==> src/common/mipsPkg.sv <==
`default_nettype none

package mipsPkg;

    // ####################################################################
    // Primary opcodes
    // ####################################################################

    localparam logic [5:0] opSpecial = 6'b000000;
    localparam logic [5:0] opJ       = 6'b000010;
    localparam logic [5:0] opJal     = 6'b000011;
    localparam logic [5:0] opBeq     = 6'b000100;
    localparam logic [5:0] opBgtz    = 6'b000111;
    localparam logic [5:0] opAddi    = 6'b001000;
    localparam logic [5:0] opOri     = 6'b001101;
    localparam logic [5:0] opLui     = 6'b001111;
    localparam logic [5:0] opLb      = 6'b100000;
    localparam logic [5:0] opLw      = 6'b100011;
    localparam logic [5:0] opSw      = 6'b101011;

    // ####################################################################
    // Function codes of opSpecial
    // ####################################################################

    localparam logic [5:0] fnSll  = 6'b000000;
    localparam logic [5:0] fnJr   = 6'b001000;
    localparam logic [5:0] fnJalr = 6'b001001;
    localparam logic [5:0] fnAdd  = 6'b100000;
    localparam logic [5:0] fnSub  = 6'b100010;
    localparam logic [5:0] fnXor  = 6'b100110;

    localparam logic [31:0] resetPc = 32'h0000_3000;  // First fetch after reset

    // ####################################################################
    // Control encodings
    // ####################################################################

    typedef enum logic [2:0] {
        aluAdd, aluSub, aluOr, aluXor, aluSll
    } aluOp_t;

    typedef enum logic [1:0] {
        extZero, extSign, extUpper  // Upper puts imm16 in bits 31:16
    } extOp_t;

    typedef enum logic [1:0] {
        wbAlu, wbWord, wbByte, wbLink
    } wbSel_t;

    typedef enum logic [2:0] {
        npcSeq, npcBeq, npcBgtz, npcJump, npcReg
    } npcOp_t;

    typedef struct packed {
        aluOp_t     aluOp;
        extOp_t     extOp;
        wbSel_t     wbSel;
        npcOp_t     npcOp;
        logic       aluSrc;    // Second ALU operand is the extended immediate
        logic       shiftOp;   // Shift amount comes from the shamt field
        logic       regWrite;
        logic [4:0] destReg;
        logic       memWrite;
        logic       memRead;
    } ctrl_t;

endpackage

`default_nettype wire

==> src/decoder/instrDecoder.sv <==
`timescale 1ns/100ps
`default_nettype none

module instrDecoder (
    input  wire logic [31:0]    instr,
    output logic [4:0]          rs,
    output logic [4:0]          rt,
    output logic [4:0]          shamt,
    output logic [15:0]         imm16,
    output logic [25:0]         imm26,
    output mipsPkg::ctrl_t      ctrl
);
    import mipsPkg::*;

    logic [5:0] opcode;
    logic [5:0] funct;
    logic [4:0] rd;

    assign opcode = instr[31:26];
    assign rs     = instr[25:21];
    assign rt     = instr[20:16];
    assign rd     = instr[15:11];
    assign shamt  = instr[10:6];
    assign funct  = instr[5:0];
    assign imm16  = instr[15:0];
    assign imm26  = instr[25:0];

    always_comb begin
        ctrl = '0;  // Anything unrecognised falls through as a no-op
        case (opcode)
            opSpecial: begin
                case (funct)
                    fnAdd: begin
                        ctrl.aluOp    = aluAdd;
                        ctrl.regWrite = 1'b1;
                        ctrl.destReg  = rd;
                    end
                    fnSub: begin
                        ctrl.aluOp    = aluSub;
                        ctrl.regWrite = 1'b1;
                        ctrl.destReg  = rd;
                    end
                    fnXor: begin
                        ctrl.aluOp    = aluXor;
                        ctrl.regWrite = 1'b1;
                        ctrl.destReg  = rd;
                    end
                    fnSll: begin
                        ctrl.aluOp    = aluSll;
                        ctrl.shiftOp  = 1'b1;
                        ctrl.regWrite = 1'b1;
                        ctrl.destReg  = rd;
                    end
                    fnJr: begin
                        ctrl.npcOp = npcReg;
                    end
                    fnJalr: begin
                        ctrl.npcOp    = npcReg;
                        ctrl.wbSel    = wbLink;
                        ctrl.regWrite = 1'b1;
                        ctrl.destReg  = rd;
                    end
                    default: ;
                endcase
            end
            opOri: begin
                ctrl.aluOp    = aluOr;
                ctrl.extOp    = extZero;
                ctrl.aluSrc   = 1'b1;
                ctrl.regWrite = 1'b1;
                ctrl.destReg  = rt;
            end
            opAddi: begin
                ctrl.extOp    = extSign;
                ctrl.aluSrc   = 1'b1;
                ctrl.regWrite = 1'b1;
                ctrl.destReg  = rt;
            end
            opLui: begin
                ctrl.aluOp    = aluSll;  // Zero shift passes the upper immediate
                ctrl.extOp    = extUpper;
                ctrl.aluSrc   = 1'b1;
                ctrl.regWrite = 1'b1;
                ctrl.destReg  = rt;
            end
            opLw, opLb: begin
                ctrl.extOp    = extSign;
                ctrl.aluSrc   = 1'b1;
                ctrl.wbSel    = (opcode == opLw) ? wbWord : wbByte;
                ctrl.memRead  = 1'b1;
                ctrl.regWrite = 1'b1;
                ctrl.destReg  = rt;
            end
            opSw: begin
                ctrl.extOp    = extSign;
                ctrl.aluSrc   = 1'b1;
                ctrl.memWrite = 1'b1;
            end
            opBeq: begin
                ctrl.extOp = extSign;
                ctrl.npcOp = npcBeq;
            end
            opBgtz: begin
                ctrl.extOp = extSign;
                ctrl.npcOp = npcBgtz;
            end
            opJ: begin
                ctrl.npcOp = npcJump;
            end
            opJal: begin
                ctrl.npcOp    = npcJump;
                ctrl.wbSel    = wbLink;
                ctrl.regWrite = 1'b1;
                ctrl.destReg  = 5'd31;
            end
            default: ;
        endcase
        if (ctrl.destReg == 5'd0) begin
            ctrl.regWrite = 1'b0;
        end
    end

endmodule

`default_nettype wire

==> src/logic/aluUnit.sv <==
`timescale 1ns/100ps
`default_nettype none

module aluUnit (
    input  wire mipsPkg::aluOp_t    aluOp,
    input  wire logic [31:0]        operandA,
    input  wire logic [31:0]        operandB,
    input  wire logic [4:0]         shamt,
    input  wire logic               shiftOp,
    output logic [31:0]             result,
    output logic                    equal,
    output logic                    positive
);
    import mipsPkg::*;

    logic [4:0] shiftAmount;

    // lui runs through the shifter with a zero amount
    assign shiftAmount = shiftOp ? shamt : 5'd0;

    always_comb begin
        case (aluOp)
            aluAdd: begin
                result = operandA + operandB;  // Wraps, no overflow trap
            end
            aluSub: begin
                result = operandA - operandB;
            end
            aluOr: begin
                result = operandA | operandB;
            end
            aluXor: begin
                result = operandA ^ operandB;
            end
            aluSll: begin
                result = operandB << shiftAmount;
            end
            default: begin
                result = '0;
            end
        endcase
    end

    assign equal    = (operandA == operandB);
    assign positive = !operandA[31] && (operandA != '0);  // Signed compare against zero

endmodule

`default_nettype wire

==> src/logic/mipsCore.sv <==
`timescale 1ns/100ps
`default_nettype none

module mipsCore (
    input  wire logic           clk,
    input  wire logic           reset,
    output logic [31:0]         pc,
    input  wire logic [31:0]    instr,
    output logic [31:0]         dataAddr,
    output logic [31:0]         writeData,
    output logic                memWrite,
    input  wire logic [31:0]    readData,
    output logic                regWriteEn,
    output logic [4:0]          regWriteAddr,
    output logic [31:0]         regWriteData
);
    import mipsPkg::*;

    ctrl_t       ctrl;
    logic [4:0]  rs;
    logic [4:0]  rt;
    logic [4:0]  shamt;
    logic [15:0] imm16;
    logic [25:0] imm26;
    logic [31:0] rsData;
    logic [31:0] rtData;
    logic [31:0] extImm;
    logic [31:0] aluB;
    logic [31:0] aluResult;
    logic        equal;
    logic        positive;
    logic [31:0] linkAddr;
    logic [31:0] loadWord;
    logic [7:0]  loadByte;

    // ####################################################################
    // Decode and operands
    // ####################################################################

    instrDecoder decoder (
        .instr(instr), .rs(rs), .rt(rt), .shamt(shamt),
        .imm16(imm16), .imm26(imm26), .ctrl(ctrl)
    );

    regFile registers (
        .clk(clk), .reset(reset),
        .readAddrA(rs), .readAddrB(rt),
        .readDataA(rsData), .readDataB(rtData),
        .writeEn(regWriteEn), .writeAddr(regWriteAddr), .writeData(regWriteData)
    );

    always_comb begin
        case (ctrl.extOp)
            extSign:  extImm = {{16{imm16[15]}}, imm16};
            extUpper: extImm = {imm16, 16'h0000};
            default:  extImm = {16'h0000, imm16};
        endcase
    end

    assign aluB = ctrl.aluSrc ? extImm : rtData;

    // ####################################################################
    // Execute and next pc
    // ####################################################################

    aluUnit alu (
        .aluOp(ctrl.aluOp), .operandA(rsData), .operandB(aluB),
        .shamt(shamt), .shiftOp(ctrl.shiftOp),
        .result(aluResult), .equal(equal), .positive(positive)
    );

    nextPc pcUnit (
        .clk(clk), .reset(reset), .npcOp(ctrl.npcOp),
        .equal(equal), .positive(positive),
        .imm16(imm16), .imm26(imm26), .regTarget(rsData),
        .pc(pc), .linkAddr(linkAddr)
    );

    // ####################################################################
    // Memory access and writeback
    // ####################################################################

    assign dataAddr  = aluResult;
    assign writeData = rtData;
    assign memWrite  = ctrl.memWrite & ~reset;

    assign loadWord = ctrl.memRead ? readData : '0;  // Quiet unless a load is decoded

    always_comb begin
        case (dataAddr[1:0])  // Little-endian byte lanes
            2'd0:    loadByte = loadWord[7:0];
            2'd1:    loadByte = loadWord[15:8];
            2'd2:    loadByte = loadWord[23:16];
            default: loadByte = loadWord[31:24];
        endcase
    end

    always_comb begin
        case (ctrl.wbSel)
            wbWord:  regWriteData = loadWord;
            wbByte:  regWriteData = {{24{loadByte[7]}}, loadByte};
            wbLink:  regWriteData = linkAddr;
            default: regWriteData = aluResult;
        endcase
    end

    assign regWriteEn   = ctrl.regWrite & ~reset;
    assign regWriteAddr = ctrl.destReg;

endmodule

`default_nettype wire

==> src/logic/nextPc.sv <==
`timescale 1ns/100ps
`default_nettype none

module nextPc (
    input  wire logic               clk,
    input  wire logic               reset,
    input  wire mipsPkg::npcOp_t    npcOp,
    input  wire logic               equal,
    input  wire logic               positive,
    input  wire logic [15:0]        imm16,
    input  wire logic [25:0]        imm26,
    input  wire logic [31:0]        regTarget,
    output logic [31:0]             pc,
    output logic [31:0]             linkAddr
);
    import mipsPkg::*;

    logic [31:0] pcPlus4;
    logic [31:0] branchTarget;
    logic [31:0] jumpTarget;
    logic [31:0] pcNext;

    assign pcPlus4      = pc + 32'd4;
    assign linkAddr     = pcPlus4;  // No delay slot, so the link is the next word
    assign branchTarget = pcPlus4 + {{14{imm16[15]}}, imm16, 2'b00};
    assign jumpTarget   = {pcPlus4[31:28], imm26, 2'b00};

    always_comb begin
        case (npcOp)
            npcBeq: begin
                pcNext = equal ? branchTarget : pcPlus4;
            end
            npcBgtz: begin
                pcNext = positive ? branchTarget : pcPlus4;
            end
            npcJump: begin
                pcNext = jumpTarget;
            end
            npcReg: begin
                pcNext = regTarget;
            end
            default: begin
                pcNext = pcPlus4;
            end
        endcase
    end

    always_ff @(posedge clk) begin
        if (reset) begin
            pc <= resetPc;
        end else begin
            pc <= pcNext;
        end
    end

endmodule

`default_nettype wire

==> src/logic/regFile.sv <==
`timescale 1ns/100ps
`default_nettype none

module regFile (
    input  wire logic           clk,
    input  wire logic           reset,
    input  wire logic [4:0]     readAddrA,
    input  wire logic [4:0]     readAddrB,
    output logic [31:0]         readDataA,
    output logic [31:0]         readDataB,
    input  wire logic           writeEn,
    input  wire logic [4:0]     writeAddr,
    input  wire logic [31:0]    writeData
);

    logic [31:0] regs [31:1];  // No storage behind register 0

    always_ff @(posedge clk) begin
        if (reset) begin
            for (int i = 1; i < 32; i++) begin
                regs[i] <= '0;
            end
        end else if (writeEn) begin
            regs[writeAddr] <= writeData;  // Decoder never enables a write to 0
        end
    end

    always_comb begin
        if (readAddrA == 5'd0) begin
            readDataA = '0;
        end else begin
            readDataA = regs[readAddrA];
        end
    end

    always_comb begin
        if (readAddrB == 5'd0) begin
            readDataB = '0;
        end else begin
            readDataB = regs[readAddrB];
        end
    end

endmodule

`default_nettype wire

==> config.mk <==
export PLATFORM = sky130hd
export DESIGN_NAME = mipsCore
export DESIGN_NICKNAME = d
export VERILOG_FILES = /design/src/common/mipsPkg.sv /design/src/decoder/instrDecoder.sv /design/src/logic/aluUnit.sv /design/src/logic/mipsCore.sv /design/src/logic/nextPc.sv /design/src/logic/regFile.sv
export SDC_FILE = /design/constraint.sdc
export NUM_CORES = 2
export LEC_CHECK = 0
export ABC_AREA = 0
export BUFFER_PORTS_ARGS = -buffer_cell sky130_fd_sc_hd__buf_2
export CELL_PAD_IN_SITES_DETAIL_PLACEMENT = 0
export CELL_PAD_IN_SITES_GLOBAL_PLACEMENT = 1
export CORE_ASPECT_RATIO = 0.8
export CORE_UTILIZATION = 30
export DETAILED_ROUTE_END_ITERATION = 8
export GPL_ROUTABILITY_DRIVEN = 0
export PLACE_DENSITY_LB_ADDON = 0.3
export RECOVER_POWER = 25
export SLEW_MARGIN = 30
export SYNTH_ARGS = -nofsm -noshare
export SYNTH_HDL_FRONTEND = slang
export SYNTH_SLANG_ARGS = --single-unit
==> constraint.sdc <==
create_clock -name clk -period 19.7 [get_ports clk]
set_input_delay 3.94 -clock clk [delete_from_list [all_inputs] [get_ports clk]]
set_output_delay 3.94 -clock clk [all_outputs]
set_load 0.1 [all_outputs]
==> results.cfg <==
[worst_hold_path]
min_to = pcUnit.pc[2]
min-delay-start = pcUnit.pc[2]
hp-class = reg -> reg
min_path_cells = 1

[worst_setup_path]
crit_type = in -> out
r2r-start = registers.regs[31][0]
cp-start-kind = input port
timing.rr.end = registers.regs[8][14]
r2r_cells = 23
cp_cell_sequence = buf_8 > clkbuf_1 > mux4_2 > mux4_2 > o21ai_1 > inv_1 > ha_1 > o21ai_0 > nor2_1 > a21oi_1 > a31oi_1 > a31oi_1 > o31ai_1 > xnor2_1 > nor2_1 > nor4_1 > a22o_1 > buf_4 > inv_1 > buf_2
critPathMaxStageDelay_ps = 2180
end_kind = primary output
slowest_stage = clkbuf_1
rrSetupSlack_ps = 11880
cp.arrival_ps = 13740
worst-path-max-fanout = 47
required_ps = 15760

[floorplan]
core_area_um2 = 221000
start_util_pct = 30.3
fp.dieW_um = 529
boundaryPins = 201
die_h_um = 424
rows = 154
dieArea_um2 = 224000

[cts]
path_clk_slew_ps = 70
clk-insertion-delay-late_ps = 810
cts_buffers = 113
cts_hold_buf = 0
clock-sinks = 1056
cts_root_buf = clkbuf_16
cts_tree = done
htreeDepth = 3
clockBufferDepth = 3
cts_resized = 0
postCtsSetupBuffers = 0

[synthesis]
synth_area_um2 = 66800
syn_inst = 5776
synth_top_flop_cell = edfxtp_1
syn_avg_cell_area_um2 = 11.6
ys_seq_area_share_pct = 47.0
netlist-cell-type-count = 119
async_reset_ff_share_pct = 0
synth_edf_count = 1024
ys_ff_latch = 1056
yosysWarnings = 0

[routing]
drt-initial-drc-count = 8817
antenna_left = 0
wl_per_cell_um = 35.7
route.detailed.drc = 0
wirelength_um = 317000
first_pass_iters = 7
vias = 55200
viasPerCell = 6.21

[final_layout]
fill_cells = 22100
seqCellArea_um2 = 31400
multi_input_area_um2 = 32100
drive_gt1_share_pct = 20.0
fin_cells = 8884
num-nets-final = 6017
post-route-util_pct = 33.7
area_growth_pct = 11.3

[power]
p_int_mw = 4.39
p_sw_share_pct = 43.5
power.density_nw_per_um2 = 105
p_total_mw = 7.78
combPwrFrac_pct = 37.8
p_sw_mw = 3.38
power.leakage_nw = 27.7
pwr-share-clk_pct = 28.4
power_frac_seq_pct = 33.8
ir_drop_mv = 0.113

[timing]
finalCritPeriodShare_pct = 89.7
drv_slew = 905
tns_ps = 0
period_minus_slack_ps = 17680
worst_pin_slew_ps = 3210
relSlewSlack_pct = -114
rsz0062_at_grt = no
max_freq_mhz = 56.6
finalSetupViolCount = 0
hold_viol = 0
skew_ps = 66.0

[grt]
grt_max_degree = 128
grt_overflow = 0
grt_pass1_wl_um = 429000
grt_pass1_vias = 50900
grt_usage_pct = 27.4
antenna_found_initial = 15

[placement]
placed_cells = 8669
portBuffers = 200
place_hpwl_um = 212000

[run]
timing.max_cap.violations = 28

[status]
failed_checks = capacitance limit, slew limit
outcome = finished with violations
-- through the flow --
stage / area [um^2] / hold slack, ps / setup WS (ps)
floorplan: 66900 / 994 / 3530
global placement: 70800 / 612 / 3410
detailed placement: 70800 / 624 / 3680
CTS: 74500 / 640 / 3630
global route: 74300 / 667 / 1750
finish: 74300 / 641 / 2020
-- worst max-delay path: cells and delay by family --
kind / cells / cell delay [ps]
buf+inv: 6 / 3870
compound gates: 7 / 2390
simple gates: 3 / 1340
mux: 2 / 1330
fa+ha+maj: 1 / 540
xor+xnor: 1 / 190
-- power groups by stage --
stage | clock, mW | sequential, mW | combinational [mW]
4_1_cts | 2.22 | 2.62 | 2.85
3_3_place_gp | 0 | 2.67 | 2.85
5_1_grt | 2.31 | 2.64 | 2.99
6_report | 2.21 | 2.63 | 2.94
2_1_floorplan | 0 | 2.66 | 1.83
3_5_place_dp | 0 | 2.67 | 2.84
-- worst max-delay path by stage --
stage,startpoint,end,slack [ps],cells after the start
detailed placement,instr[20],regWriteData[19],3680,23
floorplan,instr[16],regWriteData[24],3530,22
global route,instr[21],regWriteData[19],1750,20
global placement,instr[20],regWriteData[14],3410,27
finish,instr[21],regWriteData[19],2020,20
CTS,instr[20],regWriteData[19],3630,23
-- layout by cell type (no fill, tap or decap), drive strengths merged, types with 51 or more instances in the layout --
master / synthesis / final
xnor2: 51 / 51
mux2i: 285 / 285
inv: 168 / 172
o22ai: 120 / 120
edfxtp: 1024 / 1024
a22oi: 128 / 128
mux4: 402 / 402
clkbuf: 263 / 197
nand2: 279 / 279
nand2b: 60 / 60
ha: 126 / 126
a21oi: 227 / 227
o21ai: 158 / 158
nor2: 1082 / 1082
nor3: 233 / 233
mux2: 58 / 58
buf: 263 / 383
nand3: 65 / 65
-- registers in the layout, indices dropped and copies added, names as in the netlist --
signal and flops:
registers.regs 1024, pcUnit.pc 32
-- synthesized netlist by cell type (32+ instances only) --
library cell,count,share of area [%]
nor3_1,211,1.6
mux4_2,388,13
o221ai_1,50,0.66
nand3_1,65,0.49
mux2i_1,285,4.3
buf_2,135,1.0
nor2_1,1079,6.1
mux2_2,57,0.96
a22oi_1,128,1.4
edfxtp_1,1024,46
o22ai_1,120,1.1
a211oi_1,36,0.40
nand2b_1,60,0.56
a21oi_1,224,1.7
a21o_1,45,0.51
inv_1,165,0.93
nand2_1,279,1.6
o21ai_0,133,1.0
xnor2_1,51,0.67
buf_6,63,1.1
dfxtp_1,32,0.96
ha_1,126,2.4
buf_4,38,0.43
clkbuf_1,245,1.4
-- layout make-up --
cell class              count  share of cell area (%)
clock buffers             139                    3.94
well taps                2964                    4.99
flip-flops and latches   1056                    42.2
clock inverters            67                    1.03
repair buffers            441                    3.71
inverters                 169                   0.857
multi-input cells        4041                    43.2
diodes                      7                  0.0236
-- cells by family (layout without fill, tap and decap cells) --
family,after synthesis,after routing,share of synthesized area (%)
AND/OR/NAND/NOR,1961,1961,13.2
AO/OA/AOI/OAI,1095,1095,11.4
flip-flops,1056,1056,47.0
multiplexers,745,745,18.9
buffers and inverters,710,816,5.93
adder cells (fa/ha/maj),129,129,2.45
XOR/XNOR,79,79,1.04
other,1,39,0.00562
-- per-layer routing --
metal  track usage, %  part of all wire [%]  up-vias
li1                 -                     -    22100
met1             37.7                    40    28600
met2             38.4                    41     3763
met3             9.82                    13      686
met4             11.4                   5.0        8
met5            0.409                 0.050        -
No activity file was read; power rests on OpenSTA's default activity.
